`src/common/cpu_bus_pkg.sv`:
```
package cpu_bus_pkg;

	// Word and address widths of the CPU data bus
	localparam int DATA_W = 32;
	localparam int ADDR_W = 32;

	// Bytes in one data word
	localparam int WORD_BYTES = DATA_W / 8;

	// One CPU data access
	// Only one of the two flags is set for a given access
	typedef struct packed {
		logic              uncached_read;
		logic              uncached_write;
		logic [ADDR_W-1:0] address;
		logic [DATA_W-1:0] wrdata;
	} dbus_req_t;

	// Reply back to the CPU
	typedef struct packed {
		logic              stall;
		logic [DATA_W-1:0] rddata;
	} dbus_resp_t;

endpackage

```
`src/common/axi_pkg.sv`:
```
package axi_pkg;

	localparam int AXI_ADDR_W = 32;
	localparam int AXI_DATA_W = 32;
	localparam int AXI_STRB_W = AXI_DATA_W / 8;

	// Burst, size and length encodings
	localparam logic [1:0] BURST_INCR = 2'b01;
	localparam logic [2:0] SIZE_WORD  = 3'b010;
	localparam logic [3:0] LEN_SINGLE = 4'd0;

	// Manager side of the bus, IDs left out
	typedef struct packed {
		// AR
		logic [AXI_ADDR_W-1:0] araddr;
		logic                  arvalid;
		logic [3:0]            arlen;
		logic [2:0]            arsize;
		logic [1:0]            arburst;
		// R
		logic                  rready;
		// AW
		logic [AXI_ADDR_W-1:0] awaddr;
		logic                  awvalid;
		logic [3:0]            awlen;
		logic [2:0]            awsize;
		logic [1:0]            awburst;
		// W
		logic [AXI_DATA_W-1:0] wdata;
		logic [AXI_STRB_W-1:0] wstrb;
		logic                  wlast;
		logic                  wvalid;
		// B
		logic                  bready;
	} axi_req_t;

	// Subordinate side of the bus
	typedef struct packed {
		logic                  arready;
		logic [AXI_DATA_W-1:0] rdata;
		logic                  rvalid;
		logic                  rlast;
		logic                  awready;
		logic                  wready;
		logic                  bvalid;
		logic [1:0]            bresp;
	} axi_resp_t;

	// Uncached transfer engine states
	typedef enum logic [2:0] {
		IDLE,
		READ_ADDR,
		READ_DATA,
		WRITE_ADDR,
		WRITE_DATA,
		WRITE_RESP,
		FINISHED
	} xfer_state_t;

endpackage

```
`src/dcache/dcache_req_stage.sv`:
```
`timescale 1ns/1ps

module dcache_req_stage (
	input  logic                  clk,
	input  logic                  rst,
	input  cpu_bus_pkg::dbus_req_t cpu_req,
	input  logic                  stall,
	output cpu_bus_pkg::dbus_req_t pipe_req
);

	logic                           pipe_read;
	logic                           pipe_write;
	logic [cpu_bus_pkg::ADDR_W-1:0] pipe_addr;
	logic [cpu_bus_pkg::DATA_W-1:0] pipe_wdata;

	// Access flags, cleared on reset so the pipe starts idle
	always_ff @(posedge clk or posedge rst) begin
		if (rst) begin
			pipe_read  <= 1'b0;
			pipe_write <= 1'b0;
		end else if (!stall) begin
			pipe_read  <= cpu_req.uncached_read;
			pipe_write <= cpu_req.uncached_write;
		end
	end

	// Address and write data follow the same load enable
	always_ff @(posedge clk) begin
		if (!stall) begin
			pipe_addr  <= cpu_req.address;
			pipe_wdata <= cpu_req.wrdata;
		end
	end

	always_comb begin
		pipe_req.uncached_read  = pipe_read;
		pipe_req.uncached_write = pipe_write;
		pipe_req.address        = pipe_addr;
		pipe_req.wrdata         = pipe_wdata;
	end

	// A loaded access is either a load or a store, never both
	a_one_kind: assert property (
		@(posedge clk) disable iff (rst)
		!stall |=> !(pipe_req.uncached_read && pipe_req.uncached_write)
	) else $error("req_stage: read and write both set on a loaded access");

endmodule

```
`src/dcache/dcache_uncached.sv`:
```
`timescale 1ns/1ps

module dcache_uncached (
	input  logic                           clk,
	input  logic                           rst,
	input  cpu_bus_pkg::dbus_req_t          pipe_req,
	output logic                           stall,
	output logic [cpu_bus_pkg::DATA_W-1:0] rddata,
	output axi_pkg::axi_req_t              axi_req,
	input  axi_pkg::axi_resp_t             axi_resp
);

	axi_pkg::xfer_state_t state;
	axi_pkg::xfer_state_t state_d;

	// Last word returned on R
	logic [cpu_bus_pkg::DATA_W-1:0] load_word;

	logic ar_fire;
	logic r_fire;
	logic aw_fire;
	logic w_fire;
	logic b_fire;

	assign ar_fire = axi_req.arvalid && axi_resp.arready;
	assign r_fire  = axi_req.rready && axi_resp.rvalid;
	assign aw_fire = axi_req.awvalid && axi_resp.awready;
	assign w_fire  = axi_req.wvalid && axi_resp.wready;
	assign b_fire  = axi_req.bready && axi_resp.bvalid;

	always_comb begin
		state_d = state;
		case (state)
			axi_pkg::IDLE: begin
				if (pipe_req.uncached_read) begin
					state_d = axi_pkg::READ_ADDR;
				end else if (pipe_req.uncached_write) begin
					state_d = axi_pkg::WRITE_ADDR;
				end
			end
			axi_pkg::READ_ADDR: begin
				if (ar_fire) begin
					state_d = axi_pkg::READ_DATA;
				end
			end
			axi_pkg::READ_DATA: begin
				if (r_fire) begin
					state_d = axi_pkg::FINISHED;
				end
			end
			axi_pkg::WRITE_ADDR: begin
				if (aw_fire) begin
					state_d = axi_pkg::WRITE_DATA;
				end
			end
			axi_pkg::WRITE_DATA: begin
				if (w_fire) begin
					state_d = axi_pkg::WRITE_RESP;
				end
			end
			// Store is only done once B is back
			axi_pkg::WRITE_RESP: begin
				if (b_fire) begin
					state_d = axi_pkg::FINISHED;
				end
			end
			axi_pkg::FINISHED: begin
				state_d = axi_pkg::IDLE;
			end
			default: begin
				state_d = axi_pkg::IDLE;
			end
		endcase
	end

	always_ff @(posedge clk or posedge rst) begin
		if (rst) begin
			state <= axi_pkg::IDLE;
		end else begin
			state <= state_d;
		end
	end

	always_ff @(posedge clk or posedge rst) begin
		if (rst) begin
			load_word <= '0;
		end else if (r_fire) begin
			load_word <= axi_resp.rdata;
		end
	end

	// Stall from the next state, so it rises the cycle after acceptance
	// and drops during FINISHED
	assign stall = (state_d != axi_pkg::IDLE);

	assign rddata = (state == axi_pkg::FINISHED || state == axi_pkg::IDLE) ? load_word : '0;

	always_comb begin
		axi_req = '0;

		// Single beat INCR of one word
		axi_req.araddr  = pipe_req.address;
		axi_req.arlen   = axi_pkg::LEN_SINGLE;
		axi_req.arsize  = axi_pkg::SIZE_WORD;
		axi_req.arburst = axi_pkg::BURST_INCR;
		axi_req.awaddr  = pipe_req.address;
		axi_req.awlen   = axi_pkg::LEN_SINGLE;
		axi_req.awsize  = axi_pkg::SIZE_WORD;
		axi_req.awburst = axi_pkg::BURST_INCR;

		axi_req.wdata = pipe_req.wrdata;
		axi_req.wstrb = {cpu_bus_pkg::WORD_BYTES{1'b1}};
		axi_req.wlast = 1'b1;

		// Valids and readies straight from the state
		axi_req.arvalid = (state == axi_pkg::READ_ADDR);
		axi_req.rready  = (state == axi_pkg::READ_DATA);
		axi_req.awvalid = (state == axi_pkg::WRITE_ADDR);
		axi_req.wvalid  = (state == axi_pkg::WRITE_DATA);
		axi_req.bready  = (state == axi_pkg::WRITE_RESP);
	end

	a_ar_stable: assert property (
		@(posedge clk) disable iff (rst)
		axi_req.arvalid && !axi_resp.arready |=> axi_req.arvalid && $stable(axi_req.araddr)
	) else $error("uncached: arvalid or araddr changed before arready");

	a_aw_stable: assert property (
		@(posedge clk) disable iff (rst)
		axi_req.awvalid && !axi_resp.awready |=> axi_req.awvalid && $stable(axi_req.awaddr)
	) else $error("uncached: awvalid or awaddr changed before awready");

	// CPU must be held while any channel is in flight
	a_stall_valid: assert property (
		@(posedge clk) disable iff (rst)
		(axi_req.arvalid || axi_req.awvalid || axi_req.wvalid) |-> stall
	) else $error("uncached: stall low with a channel valid high");

endmodule

```
`src/rtl/dcache_top.sv`:
```
`timescale 1ns/1ps

module dcache_top (
	input  logic                    clk,
	input  logic                    rst,
	input  cpu_bus_pkg::dbus_req_t  cpu_req,
	output cpu_bus_pkg::dbus_resp_t cpu_resp,
	output axi_pkg::axi_req_t       axi_req,
	input  axi_pkg::axi_resp_t      axi_resp
);

	cpu_bus_pkg::dbus_req_t         pipe_req;
	logic                           stall;
	logic [cpu_bus_pkg::DATA_W-1:0] rddata;

	// Holds the accepted access while the engine runs
	dcache_req_stage u_req_stage (
		.clk      (clk),
		.rst      (rst),
		.cpu_req  (cpu_req),
		.stall    (stall),
		.pipe_req (pipe_req)
	);

	dcache_uncached u_uncached (
		.clk      (clk),
		.rst      (rst),
		.pipe_req (pipe_req),
		.stall    (stall),
		.rddata   (rddata),
		.axi_req  (axi_req),
		.axi_resp (axi_resp)
	);

	assign cpu_resp.stall  = stall;
	assign cpu_resp.rddata = rddata;

endmodule

```
`config.mk`:
```
export PLATFORM = sky130hd
export DESIGN_NAME = dcache_top
export DESIGN_NICKNAME = d
export VERILOG_FILES = /design/src/common/cpu_bus_pkg.sv /design/src/common/axi_pkg.sv /design/src/dcache/dcache_req_stage.sv /design/src/dcache/dcache_uncached.sv /design/src/rtl/dcache_top.sv
export SDC_FILE = /design/constraint.sdc
export NUM_CORES = 1
export LEC_CHECK = 0
export ABC_CLOCK_PERIOD_IN_PS = 5600
export BUFFER_PORTS_ARGS = -buffer_cell sky130_fd_sc_hd__buf_4
export CAP_MARGIN = 20
export CORE_MARGIN = 8
export CORE_UTILIZATION = 35
export CTS_BUF_LIST = sky130_fd_sc_hd__clkbuf_8
export DETAILED_ROUTE_END_ITERATION = 12
export GPL_TIMING_DRIVEN = 0
export HOLD_SLACK_MARGIN = 0.02
export PLACE_DENSITY = 0.74
export SYNTH_ARGS = -nofsm -noshare
export SYNTH_HDL_FRONTEND = slang
export SYNTH_SLANG_ARGS = --single-unit
```
`constraint.sdc`:
```
create_clock -name clk -period 5.6 [get_ports clk]
set_input_delay 1.12 -clock clk [delete_from_list [all_inputs] [get_ports clk]]
set_output_delay 1.12 -clock clk [all_outputs]
set_load 0.01 [all_outputs]
```
==> After elaboration in Yosys (flattened, before gate mapping) <==
Index checks and enable logic that the tools add are counted.
{ "word_totals": {"register_bits": 101, "latchBits": 0, "ram_bits": 0, "rom_bits": 0, "out_inout_bits": 157, "mem_count": 0} }
{ "op_classes": {"add_sub_neg": 0, "multipliers": 0, "div": 0, "n_lt_le_gt_ge": 0, "eq_ne": 6, "shift": 0, "n_mux": 9, "n_bitwise": 0, "n_reduce_logical": 8} }
{ "ops": {"columns": ["op", "count"], "rows": [
  ["32-bit two-way mux", 1],
  ["3-bit two-way mux", 7],
  ["3-bit case mux with 6 select lines", 1],
  ["3-bit == test (second input constant)", 3],
  ["3-bit by 2-bit == test with 1-bit output (second input constant)", 2],
  ["1-bit logical AND", 5],
  ["3-bit by 1-bit == test with 1-bit output (second input constant)", 1],
  ["3-bit zero test", 1],
  ["3-bit nonzero test", 1],
  ["1-bit logical OR", 1]
]} }

==> Logic depth before layout (Yosys ltp) <==
{ "depth": {"ltp_word": 5, "mapped_depth": 7, "mapped_depth_nobuf": 5} }

==> Cells and area by module <==
A second synthesis with hierarchy kept.
{ "unflattened": {"cells_unflattened": 330, "area_unflattened_um2": 4629.4} }
{ "modules_own_cells": {"columns": ["mod", "n_inst", "cells_per_inst", "area_per_inst_um2"], "rows": [
  ["dcache_uncached", 1, 257, 2605.0],
  ["dcache_req_stage", 1, 72, 2016.9],
  ["dcache_top", 1, 1, 7.5]
]} }

==> Worst setup path before layout <==
Ideal clock, no wire load.
{ "synth_timing": {"path_type": "in2out", "start": "in axi_resp[3] (netlist bit)", "end": "out cpu_resp[32] (netlist bit)", "t_arrival_ns": 3.488, "setup_slack_ns": 0.992, "cell_stages": 6, "n_path_buf": 1, "path_cell_list": "and3b_1 > a21oi_2 > o22ai_2 > nor3_4 > inv_1 > buf_4"} }
{ "synth_between": {"elab_chain_cells": 4} }
{ "synth_lines": {"columns": ["element", "line_no", "text"], "rows": [
  ["start: declaration", "dcache_top.sv:9", "input axi_pkg::axi_resp_t axi_resp"],
  ["1-bit logical AND", "dcache_uncached.sv:28", "assign w_fire = axi_req.wvalid && axi_resp.wready;"],
  ["3-bit two-way mux", "dcache_uncached.sv:57", "if (w_fire) begin"],
  ["3-bit case mux with 6 select lines", "dcache_uncached.sv:33", "case (state)"],
  ["net u_uncached.state_d[0]", "dcache_uncached.sv:14", "axi_pkg::xfer_state_t state_d;"],
  ["3-bit nonzero test", "dcache_uncached.sv:94", "assign stall = (state_d != axi_pkg::IDLE);"],
  ["end: declaration", "dcache_top.sv:7", "output cpu_bus_pkg::dbus_resp_t cpu_resp,"]
]} }
The timed path passes the listed nets, and every way through them passes these cells.

==> Final worst setup path <==
{ "layout_timing": {"start": "in axi_resp[2] (netlist bit)", "end": "out cpu_resp[32] (netlist bit)"} }
{ "layout_between": {"elab_chain_cells": 4} }
{ "layout_lines": {"columns": ["element", "line_no", "text"], "rows": [
  ["1-bit logical AND", "dcache_uncached.sv:29", "assign b_fire = axi_req.bready && axi_resp.bvalid;"],
  ["3-bit two-way mux", "dcache_uncached.sv:63", "if (b_fire) begin"],
  ["3-bit case mux with 6 select lines", "dcache_uncached.sv:33", null],
  ["net u_uncached.state_d[1]", "dcache_uncached.sv:14", null],
  ["3-bit nonzero test", "dcache_uncached.sv:94", null]
]} }
The timed path passes the listed nets, and every way through them passes these cells.

==> results.txt <==
The largest net degree at the start of global routing is 25. The type of element capturing the critical path is a primary output. The relative max-transition margin is 0.571. Input and output buffers added on the ports amount to 238. The final standard cell utilization of the core is 0.564. The initial antenna violation count is 0. Counting along the longest clock path gives a buffer depth of 2. The final standard cell area without fillers came out at 6470 sq um. In the post-synthesis netlist, the cell with the most instances is edfxtp_1.

The largest vdd supply drop is 341 uV. The reported leakage power came out at 3.05 nW. After synthesis, the most frequently instantiated cells are 64 x edfxtp_1, 57 x buf_4, 37 x dfrtp_1. The yosys synthesis warning count is 0. The core region area came out at 11500 sq um.

Counting flops with an async set or reset pin after synthesis yields a share of 0.366. The DRC marker count from the first detailed-route iteration is 141. The critical path data required time is 4.48 ns. The clock skew after layout is 0.0148 ns.

The die footprint is 15500 sq um. The total clock buffers created by CTS is 9. The synthesized design spends more area on one cell type than any other, namely edfxtp_1. The layout filler cell count came out at 967. The post-layout net count came out at 645. The worst-path maximum fanout came out at 14.

The worst setup path is launched from an input port. In this run the power density over the cells is 624 nW/um^2. The number of flops mapped to enable cells by yosys came out at 64. The setup slack of the most critical reg-to-reg path is 3.20 ns.

The die width is 125 microns. Hold repair after CTS inserted 0 buffers. The setup TNS after final layout came out at 0 ns. The total DRC errors in the routed layout came out at 0. In the synthesized netlist, the number of instances is 262.

The antenna violation net count after detailed routing came out at 0. The total congestion overflow after global routing is 0. The final hold violation count came out at 0. The tree built by TritonCTS fans out to 101 sinks. The count of distinct cell types in the synthesized netlist came out at 30. The clock latency on the worst-skew pair came out at 0.36 ns.

The worst hold margin is 0.489 ns. The achievable frequency came out at 257 MHz. In this run, post-CTS repair resized a total of 0 instances. The final max-slew violation count came out at 0.

In this run the critical register-to-register path is launched from u_uncached.state[2]$_DFF_PP0_. Ranked by total cell area, the synthesized netlist is headed by edfxtp_1 47%, dfrtp_1 22%, buf_4 10%. The share of Yosys cell area claimed by the top area cell type is 0.465.

For the pin with the worst max-slew slack, the measured transition is 0.642 ns. The global-route usage over all layers is 0.148. The die height is 125 microns. The setup-violating endpoint count in the final report is 0.

Setup repair after global routing left no endpoint under its margin. The critical path is of the in -> out type. The worst reg-to-reg path cell count is 8. The top-level port count came out at 265. CTS built an H-tree with a depth of 3. The cell area after placement is 6300 sq um. The timing endpoint of the critical path is cpu_resp[32]. In this run the mean area of a mapped cell was 15.8 sq um. Of the cells placed in the final design, the portion with a size suffix greater than 1 is 0.653. Counting instances, the worst hold path has a depth of 1. The effective utilization at floorplan came out at 0.360. Among all flip-flop cells after synthesis, the most frequent one is edfxtp_1. The met2 demand-to-capacity share in global routing is 0.268. The max-capacitance violation count came out at 0. At the worst endpoint, the arrival time is 2.77 ns. The repair_antennas step left the layout with diodes totalling 0. The average vias per placed instance came out at 4.23.

In this run the most used layer during global routing was met2. The relative area change from synthesis to final layout came out at 56.6%. The placer congestion estimate is 0.741. For met1 alone, demand over resource in global routing was 0.145. The met3 track utilization from global routing came out at 0.0779. In this run the worst setup path begins at axi_resp[2]. The destination of the worst register-to-register timing path is u_req_stage.pipe_wdata[28]$_DFFE_PN_. The mapped netlist covers 4130 sq um. After floorplanning, the core was divided into 39 placement rows. Across all layers, the routed design uses 2896 vias.

Clock-pin slew was measured on the worst setup and hold paths at 0.09 ns. TritonCTS built the clock tree. Clock tree synthesis selected as its root buffer the cell clkbuf_8.

The number of global-route vias before repair is 3232. After synthesis the netlist holds a flip-flop and latch count of 101. The class of the worst hold path is reg -> reg. For this run, the register share of the synthesized area comes to 0.689. The first global-routing pass estimated 18200 microns of wire. The first-pass iteration count of the detailed router is 4. The placed wire-length estimate is 9890 microns. Of the available clock period, the critical path in the final layout requires 0.695. The final layout contains routed wiring with a total length of 11900 microns. The worst path needs 3.89 ns of the cycle, external delays included. The flow ran to the end, and the final reports show no timing, DRC or antenna violations. The number of setup buffers added after CTS came out at 0. After detailed routing, the average wire length per cell comes to 17.4 microns.
-- layout make-up --
cell class              count  area [sq um]  area share
flip-flops and latches    101          2850       0.440
repair buffers            243          1910       0.296
multi-input cells         114           861       0.133
plain buffers              65           489      0.0757
well taps                 143           179      0.0277
clock buffers               9           124      0.0192
clock inverters             7          42.5     0.00658
inverters                   3          11.3     0.00174
-- worst max-delay path, cell delays in order --
cell and delay (ns):
buf_4 0.11, mux2i_1 0.28, o211ai_2 0.16, nor3_4 0.57
buf_16 0.23, inv_1 0.05, buf_4 0.12, buf_4 0.13
-- worst min path at each step --
stage	from	slack [ns]	endpoint
after floorplan	u_uncached.load_word[11]$_DFFE_PP0P_	0.45	u_uncached.load_word[11]$_DFFE_PP0P_
after global placement	u_uncached.load_word[11]$_DFFE_PP0P_	0.46	u_uncached.load_word[11]$_DFFE_PP0P_
after detailed placement	u_uncached.load_word[31]$_DFFE_PP0P_	0.48	u_uncached.load_word[31]$_DFFE_PP0P_
after CTS	u_uncached.load_word[3]$_DFFE_PP0P_	0.50	u_uncached.load_word[3]$_DFFE_PP0P_
after global routing	u_uncached.load_word[3]$_DFFE_PP0P_	0.53	u_uncached.load_word[3]$_DFFE_PP0P_
final	u_uncached.load_word[31]$_DFFE_PP0P_	0.49	u_uncached.load_word[31]$_DFFE_PP0P_
-- placed cells by master (no fill, tap or decap) --
master	netlist	routed
a21oi_2	1	1
and2_1	33	33
and3_1	1	1
and3b_1	1	1
buf_16	0	4
buf_2	1	1
buf_4	57	295
buf_6	4	4
buf_8	0	1
clkbuf_1	3	3
clkbuf_8	0	9
clkinv_2	0	1
clkinv_4	0	1
clkinvlp_2	0	1
clkinvlp_4	0	1
conb_1	2	23
dfrtp_1	37	37
edfxtp_1	64	64
inv_1	3	5
inv_6	0	1
mux2_1	4	4
mux2_2	28	28
mux2_4	2	2
mux2i_1	2	2
nand2_1	1	1
nand2b_1	1	1
nand2b_4	1	1
nor2_1	6	6
nor2b_1	1	1
nor3_4	1	1
o211ai_2	1	1
o21ai_0	1	1
o21ai_1	1	1
o21bai_1	1	1
o22a_1	1	1
o22ai_2	1	1
or2b_1	1	1
or3_1	1	1
-- kinds of logic after synthesis --
group	after synthesis	synth area share
flip-flops	101	0.689
buffers and inverters	68	0.121
other	2	0.00182
AND/OR/NAND/NOR	48	0.0736
multiplexers	36	0.0994
AO/OA/AOI/OAI	7	0.0145
-- sequential cells by signal, summed over array words and instances (netlist names) --
register,cells
u_uncached.load_word,32
u_req_stage.pipe_read,1
u_req_stage.pipe_addr,32
u_uncached.state,3
u_req_stage.pipe_write,1
u_req_stage.pipe_wdata,32
-- power breakdown --
part,internal [mW],total [mW],switching (mW)
clock,0.159,0.407,0.247
combinational,1.19,2.16,0.966
sequential,1.30,1.47,0.175
-- metal layers --
layer  wire [microns]  part of all wire
met1             4210              0.35
met2             6230              0.52
met3             1370              0.12
met4               91            0.0076
met5                0                 0
-- metrics by stage --
stage | power, mW | setup WS, ns | cells
2_1_floorplan | 2.48 | 0.992 | 283
3_3_place_gp | 3.49 | 0.0934 | 664
3_5_place_dp | 3.69 | 1.68 | 669
4_1_cts | 4.10 | 1.65 | 685
5_1_grt | 4.28 | 1.55 | 685
6_report | 4.04 | 1.71 | 685
Note: power is estimated with default switching activity, not from simulation.
